## src/logic/frontend_pkg.sv

```systemverilog
package frontend_pkg;

    // machine word and exception cause widths
    localparam int xlen_c    = 32;
    localparam int ecode_w_c = 7;

    // one slot of the icache response
    typedef struct packed {
        logic                 en;
        logic [xlen_c-1:0]    inst;
        logic [xlen_c-1:0]    pc;
        logic                 is_exception;
        logic [ecode_w_c-1:0] exception_cause;
    } fetch_slot_t;

    // translation exception per slot from the tlb
    typedef struct packed {
        logic                 valid;
        logic [ecode_w_c-1:0] cause;
    } tlb_exc_t;

    // static prediction for one slot
    typedef struct packed {
        logic              is_branch;
        logic              pre_taken;
        logic [xlen_c-1:0] pre_branch_addr;
    } branch_info_t;

    // cache exception first, tlb exception second
    typedef struct packed {
        logic                 cache_exc;
        logic [ecode_w_c-1:0] cache_cause;
        logic                 tlb_exc;
        logic [ecode_w_c-1:0] tlb_cause;
    } exc_pair_t;

    // one entry of an instruction buffer bank
    typedef struct packed {
        exc_pair_t         exc;
        logic              valid;
        branch_info_t      binfo;
        logic [xlen_c-1:0] inst;
        logic [xlen_c-1:0] pc;
    } ib_entry_t;

    // decode stage sees the buffered entry as is
    typedef ib_entry_t decode_slot_t;

endpackage

```

## src/logic/branch_predecode.sv

```systemverilog
`timescale 1ns/100ps

module branch_predecode (
    input  frontend_pkg::fetch_slot_t  [1:0] fetch_i,
    output frontend_pkg::branch_info_t [1:0] binfo_o,
    output logic                       [1:0] slot_cancel_o
);

    import frontend_pkg::*;

    // major opcodes, inst[31:26]
    localparam logic [5:0] op_b_c    = 6'b010100;
    localparam logic [5:0] op_bl_c   = 6'b010101;
    localparam logic [5:0] op_beq_c  = 6'b010110;
    localparam logic [5:0] op_bne_c  = 6'b010111;
    localparam logic [5:0] op_blt_c  = 6'b011000;
    localparam logic [5:0] op_bge_c  = 6'b011001;
    localparam logic [5:0] op_bltu_c = 6'b011010;
    localparam logic [5:0] op_bgeu_c = 6'b011011;

    for (genvar i = 0; i < 2; i++) begin : gen_slot
        logic [5:0]        opcode;
        logic              is_uncond;
        logic              is_cond;
        logic [xlen_c-1:0] offs16_ext;
        logic [xlen_c-1:0] offs26_ext;

        assign opcode = fetch_i[i].inst[31:26];

        always_comb begin
            is_uncond = 1'b0;
            is_cond   = 1'b0;
            case (opcode)
                op_b_c, op_bl_c: begin
                    is_uncond = 1'b1;
                end
                op_beq_c, op_bne_c, op_blt_c, op_bge_c, op_bltu_c, op_bgeu_c: begin
                    is_cond = 1'b1;
                end
                default: begin
                    is_uncond = 1'b0;
                    is_cond   = 1'b0;
                end
            endcase
        end

        // offs16 sits in inst[25:10]
        assign offs16_ext = {{14{fetch_i[i].inst[25]}}, fetch_i[i].inst[25:10], 2'b00};

        // offs26 keeps its high part in inst[9:0]
        assign offs26_ext = {{4{fetch_i[i].inst[9]}}, fetch_i[i].inst[9:0],
                             fetch_i[i].inst[25:10], 2'b00};

        always_comb begin
            binfo_o[i] = '0;
            if (is_uncond) begin
                binfo_o[i].is_branch       = 1'b1;
                binfo_o[i].pre_taken       = 1'b1;
                binfo_o[i].pre_branch_addr = fetch_i[i].pc + offs26_ext;
            end else if (is_cond) begin
                // backward taken, forward not taken
                binfo_o[i].is_branch       = 1'b1;
                binfo_o[i].pre_taken       = fetch_i[i].inst[25];
                binfo_o[i].pre_branch_addr = fetch_i[i].pc + offs16_ext;
            end
        end
    end

    assign slot_cancel_o[0] = !fetch_i[0].en;

    // slot 1 lies past a taken branch in slot 0
    assign slot_cancel_o[1] = !fetch_i[1].en ||
                              (binfo_o[0].is_branch && binfo_o[0].pre_taken);

endmodule

```

## src/logic/fetch_buffer_top.sv

```systemverilog
`timescale 1ns/100ps

module fetch_buffer_top #(
    parameter int IB_DEPTH = 16
) (
    input  logic                             clk,
    input  logic                             reset_i,
    input  logic                             flush_i,
    input  logic                             stall_i,
    input  logic                             pause_i,

    input  frontend_pkg::fetch_slot_t  [1:0] fetch_i,
    input  frontend_pkg::tlb_exc_t     [1:0] tlb_exc_i,

    output frontend_pkg::decode_slot_t [1:0] decode_o,
    output logic                             buffer_full_o
);

    import frontend_pkg::*;

    // predecode results toward the buffer
    branch_info_t [1:0] binfo;
    logic         [1:0] slot_cancel;

    branch_predecode u_predecode (
        .fetch_i      (fetch_i),
        .binfo_o      (binfo),
        .slot_cancel_o(slot_cancel)
    );

    inst_buffer #(
        .IB_DEPTH(IB_DEPTH)
    ) u_inst_buffer (
        .clk          (clk),
        .reset_i      (reset_i),
        .flush_i      (flush_i),
        .stall_i      (stall_i),
        .pause_i      (pause_i),
        .fetch_i      (fetch_i),
        .tlb_exc_i    (tlb_exc_i),
        .binfo_i      (binfo),
        .slot_cancel_i(slot_cancel),
        .decode_o     (decode_o),
        .buffer_full_o(buffer_full_o)
    );

endmodule

```

## src/logic/fetch_fifo.sv

```systemverilog
`timescale 1ns/100ps

module fetch_fifo #(
    parameter int DEPTH = 16,
    parameter type payload_t = logic
) (
    input  logic     clk,
    input  logic     reset_i,
    input  logic     flush_i,

    input  logic     push_i,
    input  payload_t push_data_i,

    input  logic     pop_i,
    output payload_t pop_data_o,

    output logic     full_o,
    output logic     empty_o,
    output logic     almost_full_o
);

    localparam int ptr_w_c = $clog2(DEPTH);
    localparam int cnt_w_c = ptr_w_c + 1;

    // payload storage
    payload_t mem_q [DEPTH];

    logic [ptr_w_c-1:0] wr_ptr_q;
    logic [ptr_w_c-1:0] rd_ptr_q;
    logic [cnt_w_c-1:0] count_q;

    logic push_ok;
    logic pop_ok;

    // drop push when full, pop when empty
    assign push_ok = push_i && !full_o;
    assign pop_ok  = pop_i && !empty_o;

    assign full_o        = (count_q == cnt_w_c'(DEPTH));
    assign empty_o       = (count_q == '0);
    // fewer than two free entries
    assign almost_full_o = (count_q >= cnt_w_c'(DEPTH - 1));

    // head falls through
    assign pop_data_o = mem_q[rd_ptr_q];

    always_ff @(posedge clk) begin
        if (reset_i || flush_i) begin
            wr_ptr_q <= '0;
            rd_ptr_q <= '0;
            count_q  <= '0;
        end else begin
            if (push_ok) begin
                wr_ptr_q <= wr_ptr_q + 1'b1;
            end
            if (pop_ok) begin
                rd_ptr_q <= rd_ptr_q + 1'b1;
            end
            case ({push_ok, pop_ok})
                2'b10: begin
                    count_q <= count_q + 1'b1;
                end
                2'b01: begin
                    count_q <= count_q - 1'b1;
                end
                default: begin
                    count_q <= count_q;
                end
            endcase
        end
    end

    // a write under flush is lost as the pointers return to zero
    always_ff @(posedge clk) begin
        if (push_ok) begin
            mem_q[wr_ptr_q] <= push_data_i;
        end
    end

endmodule

```

## src/logic/inst_buffer.sv

```systemverilog
`timescale 1ns/100ps

module inst_buffer #(
    parameter int IB_DEPTH = 16
) (
    input  logic                             clk,
    input  logic                             reset_i,
    input  logic                             flush_i,
    input  logic                             stall_i,
    input  logic                             pause_i,

    // from icache and tlb
    input  frontend_pkg::fetch_slot_t  [1:0] fetch_i,
    input  frontend_pkg::tlb_exc_t     [1:0] tlb_exc_i,

    // from predecode
    input  frontend_pkg::branch_info_t [1:0] binfo_i,
    input  logic                       [1:0] slot_cancel_i,

    output frontend_pkg::decode_slot_t [1:0] decode_o,
    output logic                             buffer_full_o
);

    import frontend_pkg::*;

    exc_pair_t [1:0] exc_pair;
    ib_entry_t [1:0] push_data;
    ib_entry_t [1:0] pop_data;

    logic       push_en;
    logic [1:0] pop_en;
    logic [1:0] full;
    logic [1:0] almost_full;
    logic [1:0] empty;

    // back-pressure toward the cache
    assign buffer_full_o = |(full | almost_full);

    // both banks push together so positions stay paired
    assign push_en = !stall_i && !buffer_full_o;

    for (genvar i = 0; i < 2; i++) begin : gen_bank

        always_comb begin
            exc_pair[i].cache_exc   = fetch_i[i].is_exception;
            exc_pair[i].cache_cause = fetch_i[i].exception_cause;
            exc_pair[i].tlb_exc     = tlb_exc_i[i].valid;
            exc_pair[i].tlb_cause   = tlb_exc_i[i].cause;
        end

        // cancelled slots still take a bank position
        always_comb begin
            if (slot_cancel_i[i]) begin
                push_data[i] = '0;
            end else begin
                push_data[i].exc   = exc_pair[i];
                push_data[i].valid = 1'b1;
                push_data[i].binfo = binfo_i[i];
                push_data[i].inst  = fetch_i[i].inst;
                push_data[i].pc    = fetch_i[i].pc;
            end
        end

        assign pop_en[i] = !pause_i && !empty[i];

        // nothing popped, nothing valid shown
        always_comb begin
            if (pop_en[i]) begin
                decode_o[i] = pop_data[i];
            end else begin
                decode_o[i] = '0;
            end
        end

        fetch_fifo #(
            .DEPTH    (IB_DEPTH),
            .payload_t(ib_entry_t)
        ) u_bank (
            .clk          (clk),
            .reset_i      (reset_i),
            .flush_i      (flush_i),
            .push_i       (push_en),
            .push_data_i  (push_data[i]),
            .pop_i        (pop_en[i]),
            .pop_data_o   (pop_data[i]),
            .full_o       (full[i]),
            .empty_o      (empty[i]),
            .almost_full_o(almost_full[i])
        );
    end

endmodule

```

## config.mk

```make
export PLATFORM = sky130hd
export DESIGN_NAME = fetch_buffer_top
export DESIGN_NICKNAME = d
export VERILOG_FILES = /design/src/logic/frontend_pkg.sv /design/src/logic/branch_predecode.sv /design/src/logic/fetch_buffer_top.sv /design/src/logic/fetch_fifo.sv /design/src/logic/inst_buffer.sv
export SDC_FILE = /design/constraint.sdc
export NUM_CORES = 2
export LEC_CHECK = 0
export BUFFER_PORTS_ARGS = -buffer_cell sky130_fd_sc_hd__buf_2
export CORE_UTILIZATION = 40
export DETAILED_ROUTE_END_ITERATION = 6
export PLACE_DENSITY = 0.54
export SLEW_MARGIN = 30
export SYNTH_ARGS = -nofsm -noshare
export SYNTH_HDL_FRONTEND = slang
export SYNTH_SLANG_ARGS = --single-unit
```

## constraint.sdc

```tcl
create_clock -name clk -period 28.4 [get_ports clk]
set_input_delay 1.42 -clock clk [delete_from_list [all_inputs] [get_ports clk]]
set_output_delay 1.42 -clock clk [all_outputs]
set_load 0.01 [all_outputs]
```

* Word-level counts from Yosys, hierarchy flattened *
Memories as Yosys holds them, arrays and structs flattened. A register that Yosys moved wholly into a read port is not among the register bits.
Cells that the tools add are included.

storage, ports and cells
  flip-flop bits (word level) = 26
  RAM bits = 3680
  input bits = 167
  output and inout port bits = 231
  memories = 2

memory list
  memory                                  depth  width  rd ports  clocked after Yosys merged registers in  wr ports  line              source
  u_inst_buffer.gen_bank[0].u_bank.mem_q  16     115    1         1                                        1         fetch_fifo.sv:26  payload_t mem_q [DEPTH];
  u_inst_buffer.gen_bank[1].u_bank.mem_q  16     115    1         1                                        1         fetch_fifo.sv:26

cells by class
  add/subtract/negate cells = 12
  $lt $le $gt $ge = 2
  eq/ne operators = 22
  multiplexer cells = 22
  bitwise operators = 1
  reduce and logical (&&, ||, !) cells = 27

operators by type and width
  cell                                                               number
  2-to-1 mux 115 bit                                                 4
  2-to-1 mux 34 bit                                                  4
  adder 32 bit                                                       4
  equality test 6 x 5 -> 1 bit, second input constant                16
  case mux 5 bit (2 select lines)                                    2
  adder 4 x 1 -> 4 bit, second input constant                        4
  2-to-1 mux 4 bit                                                   4
  OR reduction 6 bit                                                 2
  adder 5 x 1 -> 5 bit, second input constant                        2
  equality test 5 bit, second input constant                         2
  greater-or-equal comparator 5 x 4 -> 1 bit, second input constant  2
  zero test 5 bit                                                    2
  subtractor 5 x 1 -> 5 bit, second input constant                   2
  logical AND 1 bit                                                  8
  zero test 1 bit                                                    8
  2-to-1 mux 1 bit                                                   8
  OR reduction 2 bit                                                 3
  equality test 2 x 1 -> 1 bit, second input constant                2
  equality test 2 bit, second input constant                         2
  nonzero test 2 bit                                                 2
  logical OR 1 bit                                                   2
  bitwise OR 2 bit                                                   1

* Depth between registers and ports, before layout *
  depth in word-level cells = 8
  depth in mapped cells = 16
  gate-level depth less buffers = 13

* Hierarchy *
A second synthesis with hierarchy kept.

second synthesis, totals
  cells, all modules = 7077
  area total of the unflattened synthesis = 147398.9 µm²

modules (own cells, without submodules)
  module            instances  cells each  area an instance (µm²)  seq. area each (µm²)
  fetch_fifo        2          2929        69650.6                 55593.3
  branch_predecode  1          707         4904.7                  0.0
  inst_buffer       1          512         3193.1                  0.0

* Worst setup path after synthesis *
Ideal clock, no wire load.

  path type = input port to flip-flop
  start = input stall_i
  end = memory u_inst_buffer.gen_bank[1].u_bank.mem_q[1][0] in the netlist's numbering (enable)
  setup time = 871 ps
  arrival = 12667 ps
  required time = 27529 ps
  path slack = 14862 ps
  stages on the path = 3
  path through = nor2_1 -> inv_1 -> nor4_1

on the way
  longest elaborated chain between the ends = 5

ends and longest elaborated chain
  what                                    line                   source
  start, declared                         fetch_buffer_top.sv:9  input logic stall_i,
  zero test 1 bit                         inst_buffer.sv:40      assign push_en = !stall_i && !buffer_full_o;
  logical AND 1 bit                       inst_buffer.sv:40
  logical AND 1 bit                       fetch_fifo.sv:36       assign push_ok = push_i && !full_o;
  2-to-1 mux 1 bit                        fetch_fifo.sv:75       if (push_ok) begin
  2-to-1 mux 1 bit (not written as such)  fetch_fifo.sv:76       mem_q[wr_ptr_q] <= push_data_i;
  end, declared                           fetch_fifo.sv:26

Every way passes these cells.

==> flow_metrics.env <==
export IMPL_run_status="completed"
export IMPL_crit_top_cell="buf_4"
export IMPL_synth_cells=6522
export IMPL_fmax_ghz=0.136
export IMPL_slowest_stage="dfxtp_4"
export IMPL_pin_count=398
export IMPL_finalCritPeriodShare_pct=25.8
export IMPL_htree_levels=5
export IMPL_cp_required_ps=26980
export IMPL_max_slew_margin_pct=25.4
export IMPL_hold_class="reg -> reg"
export IMPL_synth_area_leaders="edfxtp_1 (75%), mux4_2 (18%), and2_1 (1.7%)"
export IMPL_clock_latency_ps=940
export IMPL_fin_area_mm2=0.169
export IMPL_synth_cell_types=94
export IMPL_cts_inserted_buffers=394
export IMPL_portBuffers=397
export IMPL_yosysMostFrequentCell="edfxtp_1"
export IMPL_cts_sink_count=3714
export IMPL_ir_worst_vdd_v=0.0000514
export IMPL_worstSetupEndpointType="output port"
export IMPL_cp_num_buf_inv=5
export IMPL_area_delta_synth_final_pct=14.6
export IMPL_drc=0
export IMPL_wl_mm=390
export IMPL_syn_num_nets=6793
export IMPL_tns_ps=0
export IMPL_cts_hold_buf=0
export IMPL_r2r_slack_ps=23830
export IMPL_cts_max_path_buffers=4
export IMPL_die_area_mm2=0.371
export IMPL_timing_rr_start="u_inst_buffer.gen_bank[0].u_bank.count_q[1]$_SDFFE_PP0P_"
export IMPL_drv_cap=0
export IMPL_grt_max_degree=154
export IMPL_hold_path_startpoint="u_inst_buffer.gen_bank[1].u_bank.count_q[4]$_SDFFE_PP0P_"
export IMPL_syn_avg_cell_area_um2=22.6
export IMPL_cts_root_buf="clkbuf_16"
export IMPL_ys_seq_area_share_pct=75.5
export IMPL_cp_top_family="buffers and inverters"
export IMPL_rsz0062_at_grt="no"
export IMPL_synth_area_mm2=0.147
export IMPL_drt_pass1_iterations=6
export IMPL_power_leakage_nw=54.8
export IMPL_max_stage_delay_ps=790
export IMPL_vias=70355
export IMPL_clk_pin_slew_ps=60
export IMPL_hold_viol_final=0
export IMPL_synthDominantCellAreaShare_pct=75.0
export IMPL_async_flop_share_pct=0
export IMPL_wl_met3_mm=21.8
export IMPL_critPathArrivalTime_ps=5910
export IMPL_finalCriticalPeriod_ps=7330
export IMPL_worstSetupPathType="reg -> out"
export IMPL_overflow=0
export IMPL_cts_tree="yes"
export IMPL_die_width_um=609
export IMPL_antenna_found_initial=85
export IMPL_drt_iter0_drc=7094
export IMPL_skew_ps=48.2
export IMPL_critPathMaxFanout=43
export IMPL_drt_met1_wl_mm=160
export IMPL_hpwl_mm=205
export IMPL_core_mm2=0.366
export IMPL_power_density_mw_per_mm2=68.7
export IMPL_wl_met2_mm=193
export IMPL_fin_nets=7414
export IMPL_placementRows=222
export IMPL_drive_gt1_share_pct=31.8
export IMPL_post_synth_top_area_cell="edfxtp_1"
export IMPL_top_layer="met5"
export IMPL_cts_setup_buffers=0
export IMPL_netlist_top_cells_count="edfxtp_1 (3680), mux4_2 (1150), and2_1 (402)"
export IMPL_grt_pass1_wl_mm=550
export IMPL_postSynthRegisterBits=3714
export IMPL_antenna_left=0
export IMPL_avgRoutedWirePerCell_um=31.7
export IMPL_track_usage_pct=20.7
export IMPL_grt_pass1_vias=73524
export IMPL_crit_chain="buf_4, buf_12, buf_4, buf_4, mux4_2, mux4_2, and2_1, buf_2"
export IMPL_fillCellCount=30463
export IMPL_synth_ff_type="edfxtp_1"
export IMPL_die_height_um=609
export IMPL_placed_cell_area_mm2=0.156
export IMPL_cts_resized=0
export IMPL_worstMarginPinSlew_ps=1120
export IMPL_slew_violations=0
export IMPL_synth_edff_count=3680
export IMPL_start_util_pct=40.2
export IMPL_viasPerCell=5.71
export IMPL_place_gp_congestion=0.850
export IMPL_ys_warn_count=0
export IMPL_cp_start_kind="register"
export IMPL_setup_viol=0
==> cells by family after synthesis <==
family	Yosys count	share of synthesized area (%)
adders and majority gates	104	0.893
and+or+nand+nor	748	2.85
muxes	1160	17.6
xor gates and xnor gates	89	0.529
DFF	3714	75.5
buffers and inverters	381	1.08
AOI/OAI and AO/OA	326	1.52
==> area by class of cell <==
class / count / area, um2 / share of cell area [%]
diodes: 26 / 65.1 / 0.0385
clock buffers: 476 / 10300 / 6.11
clock inverters: 249 / 2280 / 1.35
inverters: 43 / 161 / 0.0956
multi-input cells: 2427 / 34900 / 20.7
flip-flops and latches: 3714 / 111000 / 65.9
well taps: 4816 / 6030 / 3.57
repair buffers: 563 / 3840 / 2.28
==> worst register-to-register path: stages, from the launching register on <==
cell     delay (ps)
dfxtp_1         400
nand4_1         140
nand3_1         280
nor2_1          190
buf_4           260
nand2_1         300
nor3_2          230
buf_4           600
buf_4           710
buf_4          1000
==> metal layers <==
layer,up-vias,track usage [%]
met4,14,7.14
li1,28928,-
met3,622,2.80
met5,-,0
met2,2242,34.7
met1,38549,28.0
==> path summary, 6_finish.rpt <==
path              cells past startpoint                                                        to
setup / recovery                      8                                              decode_o[61]
hold / removal                        2  u_inst_buffer.gen_bank[1].u_bank.count_q[4]$_SDFFE_PP0P_
setup reg to reg                      9   u_inst_buffer.gen_bank[0].u_bank.mem_q[3][55]$_DFFE_PP_
hold reg to reg                       2  u_inst_buffer.gen_bank[1].u_bank.count_q[4]$_SDFFE_PP0P_
==> stage by stage <==
step | utilization, % | hold WS (ps) | power, mW | setup slack [ps] | cells
6_report | 46.1 | 507 | 11.6 | 21070 | 12314
5_1_grt | 46.1 | 565 | 11.9 | 20500 | 12299
4_1_cts | 46.0 | 506 | 11.7 | 20230 | 12283
3_5_place_dp | 42.6 | 495 | 6.68 | 21250 | 11558
3_3_place_gp | 42.5 | 493 | 6.67 | 20960 | 11548
2_1_floorplan | - | 471 | 6.50 | 14860 | 6522
==> layout by cell type (no fill, tap or decap), drive strengths merged, types with 5 or more instances in the layout <==
master       n
xor2        47
and2       403
a21oi       89
a31oi       10
clkinvlp     9
o211ai      10
clkinv     190
edfxtp    3680
ha         102
a211oi      14
o21ai       59
o21a        14
nand3b       5
nor2       130
buf        562
and4         5
mux2i       10
nand2b      12
nor2b       11
and3        14
a21o        53
o21bai       6
dfxtp       34
or3          7
a21boi       5
clkbuf     477
o31ai        6
xnor2       42
bufinv      35
nand4       15
nand2       75
nand3       20
diode       26
nor4         7
inv         58
nor3        29
mux4      1150
o22ai       20
==> registers in the layout, indices dropped and copies added, names as in the netlist, named ones only <==
signal / count
u_inst_buffer.gen_bank.u_bank.wr_ptr_q: 8
u_inst_buffer.gen_bank.u_bank.mem_q: 3680
u_inst_buffer.gen_bank.u_bank.count_q: 10
u_inst_buffer.gen_bank.u_bank.rd_ptr_q: 8
==> report_power, final <==
part,total [mW],internal (mW),switching [mW]
Combinational,0.499,0.187,0.312
Sequential,6.07,6.06,0.0105
Clock,5.03,2.91,2.13
Total,11.6,9.15,2.45
(Power assumes the default switching activity.)
